--- src/design/i2c_pkg.sv ---
package i2c_pkg;

    // ------------------------------
    // register map
    // ------------------------------
    localparam int REG_SEL_W = 8;                           // taken from addr_i[23:16]

    localparam logic [REG_SEL_W-1:0] REG_SLAVE_ADDR = 8'h01;
    localparam logic [REG_SEL_W-1:0] REG_RDATA      = 8'h02;
    localparam logic [REG_SEL_W-1:0] REG_CMD        = 8'h03;
    localparam logic [REG_SEL_W-1:0] REG_STATUS     = 8'h04;

    localparam int DATA_W = 32;                             // processor bus
    localparam int WORD_W = 16;                             // sensor register word

    // command word layout: ptr in [31:30], rd in [29], write data in [15:0]
    localparam int CMD_PTR_LSB = 30;
    localparam int CMD_RD_BIT  = 29;

    // ------------------------------
    // shared types
    // ------------------------------
    typedef struct packed {
        logic [6:0]        slave_addr;
        logic              rd;                              // 1 = read transaction
        logic [1:0]        ptr;
        logic [WORD_W-1:0] wdata;
    } i2c_cmd_t;

    // one-cycle strobes from the scl divider
    typedef struct packed {
        logic sample;                                       // middle of scl high
        logic drive;                                        // middle of scl low
        logic fall;                                         // last cycle of scl high
    } i2c_tick_t;

    typedef enum logic {
        BYTE_TX = 1'b0,
        BYTE_RX = 1'b1
    } byte_dir_t;

endpackage

--- src/design/i2c_regs.sv ---
`timescale 1ns/100ps

module i2c_regs (
    input  logic                       clk,
    input  logic                       rst,
    input  logic                       we_i,
    input  logic [31:0]                addr_i,
    input  logic [i2c_pkg::DATA_W-1:0] data_i,
    output logic [i2c_pkg::DATA_W-1:0] data_o,
    input  logic                       busy_i,
    input  logic [i2c_pkg::WORD_W-1:0] rdata_i,
    input  logic                       rdata_valid_i,
    output i2c_pkg::i2c_cmd_t          cmd_o,
    output logic                       start_o
);
    import i2c_pkg::*;

    logic [REG_SEL_W-1:0] reg_sel;
    logic [6:0]           slave_addr_q;
    logic [WORD_W-1:0]    rdata_q;
    logic                 cmd_wr;

    assign reg_sel = addr_i[16 +: REG_SEL_W];

    // a pending start counts as busy too
    assign cmd_wr = we_i && (reg_sel == REG_CMD) && !busy_i && !start_o;

    always_ff @(posedge clk) begin
        if (!rst) begin
            slave_addr_q <= '0;
            rdata_q      <= '0;
            start_o      <= 1'b0;
        end else begin
            start_o <= cmd_wr;                              // one-cycle kick
            if (we_i && (reg_sel == REG_SLAVE_ADDR)) begin
                slave_addr_q <= data_i[6:0];
            end
            if (rdata_valid_i) begin
                rdata_q <= rdata_i;
            end
        end
    end

    always_ff @(posedge clk) begin
        if (cmd_wr) begin
            cmd_o.slave_addr <= slave_addr_q;
            cmd_o.rd         <= data_i[CMD_RD_BIT];
            cmd_o.ptr        <= data_i[CMD_PTR_LSB +: 2];
            cmd_o.wdata      <= data_i[WORD_W-1:0];
        end
    end

    // ------------------------------
    // read mux
    // ------------------------------
    always_comb begin
        case (reg_sel)
            REG_RDATA:  data_o = {{(DATA_W-WORD_W){1'b0}}, rdata_q};
            REG_STATUS: data_o = {{(DATA_W-1){1'b0}}, busy_i};
            default:    data_o = '0;
        endcase
    end

    // accepted command finds the sequencer idle, and it answers with busy
    assert property (@(posedge clk) disable iff (!rst) start_o |-> !busy_i ##1 busy_i);

endmodule

--- src/design/i2c_scl_gen.sv ---
`timescale 1ns/100ps

module i2c_scl_gen #(
    parameter int CLK_DIV = 200
) (
    input  logic               clk,
    input  logic               rst,
    output i2c_pkg::i2c_tick_t tick_o,
    output logic               scl_o
);
    localparam int PH_W = $clog2(CLK_DIV);

    localparam logic [PH_W-1:0] PH_LAST = PH_W'(CLK_DIV - 1);
    localparam logic [PH_W-1:0] PH_QTR  = PH_W'(CLK_DIV / 4);
    localparam logic [PH_W-1:0] PH_HALF = PH_W'(CLK_DIV / 2);
    localparam logic [PH_W-1:0] PH_3QTR = PH_W'(3 * CLK_DIV / 4);

    logic [PH_W-1:0] phase_q;

    always_ff @(posedge clk) begin
        if (!rst) begin
            phase_q <= '0;
            scl_o   <= 1'b0;
        end else begin
            if (phase_q == PH_LAST) begin
                phase_q <= '0;
            end else begin
                phase_q <= phase_q + 1'b1;
            end
            scl_o <= (phase_q < PH_HALF);                   // high over phases 1..HALF
        end
    end

    // ------------------------------
    // strobes
    // ------------------------------
    assign tick_o.sample = (phase_q == PH_QTR);
    assign tick_o.fall   = (phase_q == PH_HALF);
    assign tick_o.drive  = (phase_q == PH_3QTR);

    // quarter points must land on whole cycles
    assert property (@(posedge clk) (CLK_DIV % 4 == 0) && (CLK_DIV >= 8));

endmodule

--- src/design/i2c_byte_io.sv ---
`timescale 1ns/100ps

module i2c_byte_io (
    input  logic               clk,
    input  logic               rst,
    input  i2c_pkg::i2c_tick_t tick_i,
    input  logic               byte_start_i,
    input  i2c_pkg::byte_dir_t dir_i,
    input  logic [7:0]         tx_byte_i,
    input  logic               ack_bit_i,
    input  logic               sda_i,
    output logic               byte_active_o,
    output logic               bit_sda_o,
    output logic               bit_oe_o,
    output logic [7:0]         rx_byte_o,
    output logic               byte_done_o
);
    import i2c_pkg::*;

    localparam logic [3:0] ACK_SLOT = 4'd8;

    byte_dir_t  dir_q;
    logic       ack_q;
    logic [7:0] shift_q;
    logic [3:0] slot_q;
    logic       active_q;
    logic       driven_q;                                   // first bit is on the line
    logic       shift_en;

    assign shift_en = active_q && driven_q && tick_i.sample && (slot_q != ACK_SLOT);

    always_ff @(posedge clk) begin
        if (!rst) begin
            active_q    <= 1'b0;
            driven_q    <= 1'b0;
            slot_q      <= '0;
            byte_done_o <= 1'b0;
            bit_sda_o   <= 1'b1;
            bit_oe_o    <= 1'b0;
        end else begin
            byte_done_o <= 1'b0;
            if (byte_start_i) begin
                active_q <= 1'b1;
                driven_q <= 1'b0;
                slot_q   <= '0;
            end else if (active_q) begin
                if (tick_i.drive) begin
                    driven_q <= 1'b1;
                    if (slot_q == ACK_SLOT) begin           // master acks only in RX
                        bit_oe_o  <= (dir_q == BYTE_RX);
                        bit_sda_o <= (dir_q == BYTE_RX) ? ack_q : 1'b1;
                    end else begin
                        bit_oe_o  <= (dir_q == BYTE_TX);
                        bit_sda_o <= (dir_q == BYTE_TX) ? shift_q[7] : 1'b1;
                    end
                end else if (tick_i.sample && driven_q) begin
                    if (slot_q == ACK_SLOT) begin
                        active_q    <= 1'b0;
                        byte_done_o <= 1'b1;
                    end else begin
                        slot_q <= slot_q + 1'b1;
                    end
                end
            end
        end
    end

    // msb first, rx bits enter at the bottom
    always_ff @(posedge clk) begin
        if (byte_start_i) begin
            dir_q   <= dir_i;
            ack_q   <= ack_bit_i;
            shift_q <= tx_byte_i;
        end else if (shift_en) begin
            shift_q <= {shift_q[6:0], sda_i};
        end
    end

    assign rx_byte_o     = shift_q;
    assign byte_active_o = (active_q && driven_q) || byte_done_o;   // pins owned here

    // sequencer must wait for byte_done before the next byte
    assert property (@(posedge clk) disable iff (!rst)
        byte_start_i |-> !active_q && !byte_done_o);

endmodule

--- src/design/i2c_ctrl_fsm.sv ---
`timescale 1ns/100ps

module i2c_ctrl_fsm (
    input  logic                       clk,
    input  logic                       rst,
    input  i2c_pkg::i2c_tick_t         tick_i,
    input  logic                       start_i,
    input  i2c_pkg::i2c_cmd_t          cmd_i,
    input  logic                       byte_active_i,
    input  logic                       bit_sda_i,
    input  logic                       bit_oe_i,
    input  logic [7:0]                 rx_byte_i,
    input  logic                       byte_done_i,
    output logic                       byte_start_o,
    output i2c_pkg::byte_dir_t         dir_o,
    output logic [7:0]                 tx_byte_o,
    output logic                       ack_bit_o,
    output logic                       sda_o,
    output logic                       sda_oe_o,
    output logic                       busy_o,
    output logic [i2c_pkg::WORD_W-1:0] rdata_o,
    output logic                       rdata_valid_o
);
    import i2c_pkg::*;

    typedef enum logic [3:0] {
        IDLE,
        START,
        ADDR,
        PTR,
        RESTART,
        ADDR_RD,
        RD_HI,
        RD_LO,
        WR_HI,
        WR_LO,
        STOP
    } state_t;

    state_t     state_q;
    logic [1:0] step_q;                                     // sub-step of START/RESTART/STOP
    logic       sda_q;
    logic       oe_q;

    always_ff @(posedge clk) begin
        if (!rst) begin
            state_q       <= IDLE;
            step_q        <= '0;
            sda_q         <= 1'b1;
            oe_q          <= 1'b1;
            busy_o        <= 1'b0;
            byte_start_o  <= 1'b0;
            rdata_valid_o <= 1'b0;
        end else begin
            byte_start_o  <= 1'b0;
            rdata_valid_o <= 1'b0;
            if (byte_done_i) begin
                sda_q <= bit_sda_i;                         // keep the line where the ack left it
                oe_q  <= bit_oe_i;
            end
            case (state_q)
                IDLE: begin
                    if (start_i) begin
                        busy_o  <= 1'b1;
                        step_q  <= '0;
                        state_q <= START;
                    end
                end
                // ------------------------------
                // start and repeated start
                // ------------------------------
                START, RESTART: begin
                    if (step_q == 2'd0 && tick_i.drive) begin
                        sda_q  <= 1'b1;                     // release while scl low
                        oe_q   <= 1'b1;
                        step_q <= 2'd1;
                    end else if (step_q == 2'd1 && tick_i.sample) begin
                        sda_q        <= 1'b0;               // falling sda, scl high
                        step_q       <= '0;
                        byte_start_o <= 1'b1;
                        state_q      <= (state_q == START) ? ADDR : ADDR_RD;
                    end
                end
                // ------------------------------
                // byte sequence
                // ------------------------------
                ADDR: begin
                    if (byte_done_i) begin
                        byte_start_o <= 1'b1;
                        state_q      <= PTR;
                    end
                end
                PTR: begin
                    if (byte_done_i) begin
                        if (cmd_i.rd) begin
                            step_q  <= '0;
                            state_q <= RESTART;
                        end else begin
                            byte_start_o <= 1'b1;
                            state_q      <= WR_HI;
                        end
                    end
                end
                ADDR_RD: begin
                    if (byte_done_i) begin
                        byte_start_o <= 1'b1;
                        state_q      <= RD_HI;
                    end
                end
                RD_HI: begin
                    if (byte_done_i) begin
                        byte_start_o <= 1'b1;
                        state_q      <= RD_LO;
                    end
                end
                RD_LO: begin
                    if (byte_done_i) begin
                        rdata_valid_o <= 1'b1;
                        step_q        <= '0;
                        state_q       <= STOP;
                    end
                end
                WR_HI: begin
                    if (byte_done_i) begin
                        byte_start_o <= 1'b1;
                        state_q      <= WR_LO;
                    end
                end
                WR_LO: begin
                    if (byte_done_i) begin
                        step_q  <= '0;
                        state_q <= STOP;
                    end
                end
                STOP: begin
                    if (step_q == 2'd0 && tick_i.drive) begin
                        sda_q  <= 1'b0;
                        oe_q   <= 1'b1;
                        step_q <= 2'd1;
                    end else if (step_q == 2'd1 && tick_i.sample) begin
                        sda_q  <= 1'b1;                     // rising sda, scl high
                        step_q <= 2'd2;
                    end else if (step_q == 2'd2 && tick_i.fall) begin
                        busy_o  <= 1'b0;                    // bus free after half a period
                        step_q  <= '0;
                        state_q <= IDLE;
                    end
                end
                default: state_q <= IDLE;
            endcase
        end
    end

    // received word, high byte first
    always_ff @(posedge clk) begin
        if (byte_done_i && state_q == RD_HI) begin
            rdata_o[15:8] <= rx_byte_i;
        end
        if (byte_done_i && state_q == RD_LO) begin
            rdata_o[7:0] <= rx_byte_i;
        end
    end

    // byte payload follows the state it is launched in
    always_comb begin
        dir_o     = BYTE_TX;
        ack_bit_o = 1'b1;
        tx_byte_o = 8'hff;
        case (state_q)
            ADDR:    tx_byte_o = {cmd_i.slave_addr, 1'b0};
            PTR:     tx_byte_o = {6'b0, cmd_i.ptr};
            ADDR_RD: tx_byte_o = {cmd_i.slave_addr, 1'b1};
            WR_HI:   tx_byte_o = cmd_i.wdata[15:8];
            WR_LO:   tx_byte_o = cmd_i.wdata[7:0];
            RD_HI: begin
                dir_o     = BYTE_RX;
                ack_bit_o = 1'b0;                           // ack, more to come
            end
            RD_LO:   dir_o = BYTE_RX;                       // nack on the last byte
            default: ;
        endcase
    end

    assign sda_o    = byte_active_i ? bit_sda_i : sda_q;
    assign sda_oe_o = byte_active_i ? bit_oe_i  : oe_q;

endmodule

--- src/design/i2c_master_top.sv ---
`timescale 1ns/100ps

module i2c_master_top #(
    parameter int CLK_DIV = 200
) (
    input  logic                       clk,
    input  logic                       rst,
    input  logic                       we_i,
    input  logic [31:0]                addr_i,
    input  logic [i2c_pkg::DATA_W-1:0] data_i,
    output logic [i2c_pkg::DATA_W-1:0] data_o,
    output logic                       scl_o,
    output logic                       sda_o,
    output logic                       sda_oe_o,
    input  logic                       sda_i
);
    import i2c_pkg::*;

    i2c_cmd_t    cmd;
    i2c_tick_t   tick;
    byte_dir_t   dir;
    logic        start;
    logic        busy;
    logic [WORD_W-1:0] rdata;
    logic        rdata_valid;
    logic        byte_start;
    logic [7:0]  tx_byte;
    logic        ack_bit;
    logic        byte_active;
    logic        bit_sda;
    logic        bit_oe;
    logic [7:0]  rx_byte;
    logic        byte_done;

    i2c_regs u_regs (
        .clk           (clk),
        .rst           (rst),
        .we_i          (we_i),
        .addr_i        (addr_i),
        .data_i        (data_i),
        .data_o        (data_o),
        .busy_i        (busy),
        .rdata_i       (rdata),
        .rdata_valid_i (rdata_valid),
        .cmd_o         (cmd),
        .start_o       (start)
    );

    i2c_scl_gen #(
        .CLK_DIV (CLK_DIV)
    ) u_scl_gen (
        .clk    (clk),
        .rst    (rst),
        .tick_o (tick),
        .scl_o  (scl_o)
    );

    // sequencer owns the pins, byte engine lends it bits
    i2c_ctrl_fsm u_ctrl_fsm (
        .clk           (clk),
        .rst           (rst),
        .tick_i        (tick),
        .start_i       (start),
        .cmd_i         (cmd),
        .byte_active_i (byte_active),
        .bit_sda_i     (bit_sda),
        .bit_oe_i      (bit_oe),
        .rx_byte_i     (rx_byte),
        .byte_done_i   (byte_done),
        .byte_start_o  (byte_start),
        .dir_o         (dir),
        .tx_byte_o     (tx_byte),
        .ack_bit_o     (ack_bit),
        .sda_o         (sda_o),
        .sda_oe_o      (sda_oe_o),
        .busy_o        (busy),
        .rdata_o       (rdata),
        .rdata_valid_o (rdata_valid)
    );

    i2c_byte_io u_byte_io (
        .clk           (clk),
        .rst           (rst),
        .tick_i        (tick),
        .byte_start_i  (byte_start),
        .dir_i         (dir),
        .tx_byte_i     (tx_byte),
        .ack_bit_i     (ack_bit),
        .sda_i         (sda_i),
        .byte_active_o (byte_active),
        .bit_sda_o     (bit_sda),
        .bit_oe_o      (bit_oe),
        .rx_byte_o     (rx_byte),
        .byte_done_o   (byte_done)
    );

endmodule

--- config.mk ---
export PLATFORM = sky130hd
export DESIGN_NAME = i2c_master_top
export DESIGN_NICKNAME = d
export VERILOG_FILES = /design/src/design/i2c_pkg.sv /design/src/design/i2c_regs.sv /design/src/design/i2c_scl_gen.sv /design/src/design/i2c_byte_io.sv /design/src/design/i2c_ctrl_fsm.sv /design/src/design/i2c_master_top.sv
export SDC_FILE = /design/constraint.sdc
export NUM_CORES = 1
export LEC_CHECK = 0
export BUFFER_PORTS_ARGS = -buffer_cell sky130_fd_sc_hd__buf_2
export CORE_ASPECT_RATIO = 0.6
export CORE_MARGIN = 4
export CORE_UTILIZATION = 54
export DETAILED_ROUTE_END_ITERATION = 6
export PLACE_DENSITY = 0.77
export SLEW_MARGIN = 10
export SYNTH_ARGS = -nofsm -noshare
export SYNTH_HDL_FRONTEND = slang
export SYNTH_SLANG_ARGS = --single-unit
export TNS_END_PERCENT = 20
--- constraint.sdc ---
create_clock -name clk -period 5.21 [get_ports clk]
set_input_delay 0.2605 -clock clk [delete_from_list [all_inputs] [get_ports clk]]
set_output_delay 0.2605 -clock clk [all_outputs]
set_load 0.005 [all_outputs]
==> results.md <==
- Commonest cells after routing, fill and taps aside: 53 x dfxtp_1, 52 x edfxtp_1, 49 x buf_2, 36 x nor2_1, 32 x nor2b_1
- DRT antenna net count: 0
- Worst relative slew slack: 34.3%
- Root Buffer Master: clkbuf_16
- Clock-pin slew on the worst setup and hold paths: 0.07 ns
- FF-to-FF setup slack: 2.63 ns
- Setup_tns: 0 ns
- Share of cells above drive strength 1: 17.8%
- FMAX: 387 MHz
- # DRC: 0
- Final Max Tran Viols: 0
- Final Wtd Congestion: 0.900
- Worst R2R Path Depth: 3
- Die width: 130 um
- CTS tree: built
- Final setup fails: 0
- Cells after synthesis: 437
- Worst-Margin Slew: 0.984 ns
- Leakage power total: 1.89 nW
- DRT iter0 DRCs: 346
- Die Ht: 81.2 um
- CP Launch Type: flip-flop
- First-pass DRT Iterations: 5
- Max rail drop VDD: 0.201 mV
- Post-cts resize count: 0
- Via-to-Cell Ratio: 5.56
- Main synth FF type: dfxtp_1
- Num rows: 26
- Most common cell after layout, fill and taps aside: dfxtp_1
- Clk_lat worst skew: 0.35 ns
- WHS Path Cells: 1
- Die footprint: 10600 um^2
- Max clock buf depth: 2
- Finished Cell Area: 5380 um^2
- Sequential area share after synthesis: 54.4%
- Number of enable flip-flop cells after synthesis: 52
- HP Start: data_i[29]
- Setup crit end kind: flip-flop
- Status: complete, no violations
- I/O pins: 103
- Initial antenna violation count: 0
- Via count: 3282
- Syn_area_per_cell: 11.0 um^2
- IO buf count: 49
- Vias in the first global route: 3059
- CP Max Fanout: 27
- DRT Wirelength: 9.84 mm
- Grt total ovfl: 0
- Fin nets: 546
- Worst reg2reg path startpoint: u_ctrl_fsm.state_q[2]
- Synth Warn #: 0
- Hold Path End: u_regs.cmd_o[18]
- Final hold violation count: 0
- Unique masters post-synth: 57
- H-tree Lvls: 3
- TritonCTS Buffers: 9
- Gr usage total: 19.7%
- Crit path arrival time: 2.56 ns
- RSZ-0062 raised after global routing: no
- Final period utilization: 49.5%
- Core footprint: 8590 um^2
- Detailed placement HPWL: 6.75 mm
- Cts hold-fix bufs: 0
- Ant diodes: 0
- Worst reg2reg path endpoint: u_ctrl_fsm.rdata_o[3]
- Synth Cell Area: 4820 um^2
- Placed Area: 5050 um^2
- FF+latch count, synth: 105
- CP Class: reg2reg
- Max Cap Viol: 0
- PD cells: 321 nW/um^2
- Drt wl/cell: 16.7 um
- Global-route wire length before repair: 15.9 mm
- Worst Skew: 0.00511 ns
- Starting Density: 56.1%
- Fill cells: 686
- Required @ worst endpoint: 5.19 ns
- Largest net degree at the start of global routing: 48
- Clock tree sinks: 105
- Tmin final: 2.58 ns
- Area Overhead vs Synth: 11.6%
- Post-synthesis async set-or-reset flop share: 0%
- Min-delay worst type: in2reg
- Post-CTS setup buffer count: 0
==> critical path, cell delays in order (launching register included) <==
cell and delay [ns]:
dfxtp_1 0.88, nor2b_1 0.59, nand2_1 0.13, nor2_1 0.61
==> report_power, final <==
| part | internal (mW) | switching (mW) | leakage, nW |
|---|---|---|---|
| Combinational | 0.0493 | 0.0535 | 0.824 |
| Sequential | 0.866 | 0.0256 | 0.913 |
| Clock | 0.426 | 0.309 | 0.150 |
==> Yosys cell counts (14+ instances only) <==
cell type | instances | share of area [%]
a21oi_1 | 16 | 1.7
dfxtp_1 | 53 | 22
mux2i_1 | 31 | 6.4
o21ai_0 | 14 | 1.5
and2_1 | 19 | 2.5
clkbuf_1 | 14 | 1.1
nor2b_1 | 32 | 4.2
edfxtp_1 | 52 | 32
nand2_1 | 22 | 1.7
buf_4 | 17 | 2.6
nor2_1 | 36 | 2.8
==> worst max-delay path by stage <==
stage / start / to / slack [ns] / cells after the start
2_1_floorplan: addr_i[19] / u_regs.cmd_o[0] / 1.49 / 3
3_3_place_gp: u_ctrl_fsm.state_q[2] / u_ctrl_fsm.rdata_o[7] / 2.83 / 3
3_5_place_dp: u_ctrl_fsm.state_q[2] / u_ctrl_fsm.rdata_o[2] / 2.76 / 3
4_1_cts: u_ctrl_fsm.state_q[2] / u_ctrl_fsm.rdata_o[2] / 2.72 / 3
5_1_grt: u_ctrl_fsm.state_q[2] / u_ctrl_fsm.rdata_o[3] / 2.49 / 3
6_report: u_ctrl_fsm.state_q[2] / u_ctrl_fsm.rdata_o[3] / 2.63 / 3
==> registers in the layout, indices dropped and copies added (netlist names), 2 cells and up <==
name,cells
u_byte_io.rx_byte_o,8
u_byte_io.slot_q,4
u_ctrl_fsm.rdata_o,16
u_ctrl_fsm.state_q,4
u_ctrl_fsm.step_q,2
u_regs.cmd_o,26
u_regs.rdata_q,16
u_regs.slave_addr_q,7
u_scl_gen.phase_q,8
==> stage by stage <==
| stage | cells | power [mW] | hold slack (ns) | setup slack, ns | util, % |
|---|---|---|---|---|---|
| 2_1_floorplan | 452 | 0.989 | 0.359 | 1.49 | - |
| 3_3_place_gp | 574 | 1.01 | 0.414 | 2.83 | 58.8 |
| 3_5_place_dp | 574 | 1.01 | 0.419 | 2.76 | 58.8 |
| 4_1_cts | 590 | 1.74 | 0.0725 | 2.72 | 62.6 |
| 5_1_grt | 590 | 1.79 | 0.0675 | 2.49 | 62.6 |
| 6_report | 590 | 1.73 | 0.0844 | 2.63 | 62.6 |
==> cells by family (layout without fill, tap and decap cells) <==
kind of cell	after synthesis	after routing	synth area share, %
other	1	16	0.0778
DFF	105	105	54.4
muxes	39	39	8.31
and+or+nand+nor	169	169	20.8
adders and majority gates	5	5	1.30
buffers and inverters	48	74	5.37
xor gates and xnor gates	11	11	2.00
AOI/OAI and AO/OA	59	59	7.76
==> metal layers <==
layer  routed length (um)  vias to the layer above  track usage [%]  part of all wire [%]
met5                    0                        -                0                     0
met4                  147                        0             5.50                   1.5
met3                  624                       13             5.52                   6.3
met2                 4470                      125             29.8                    45
met1                 4590                     1555             28.0                    47
li1                     -                     1589                -                     -
==> final cells by class <==
type                       instances  area [um^2]  share of cell area (%)
clock inverter                     7          103                    1.91
tap                              112          140                    2.60
timing repair buffer              50          253                    4.70
sequential                       105         2620                    48.7
clock buffer                       9          225                    4.19
inverter                           8         30.0                   0.558
multi-input combinational        299         2010                    37.3
Note: power is estimated with default switching activity, not from simulation.
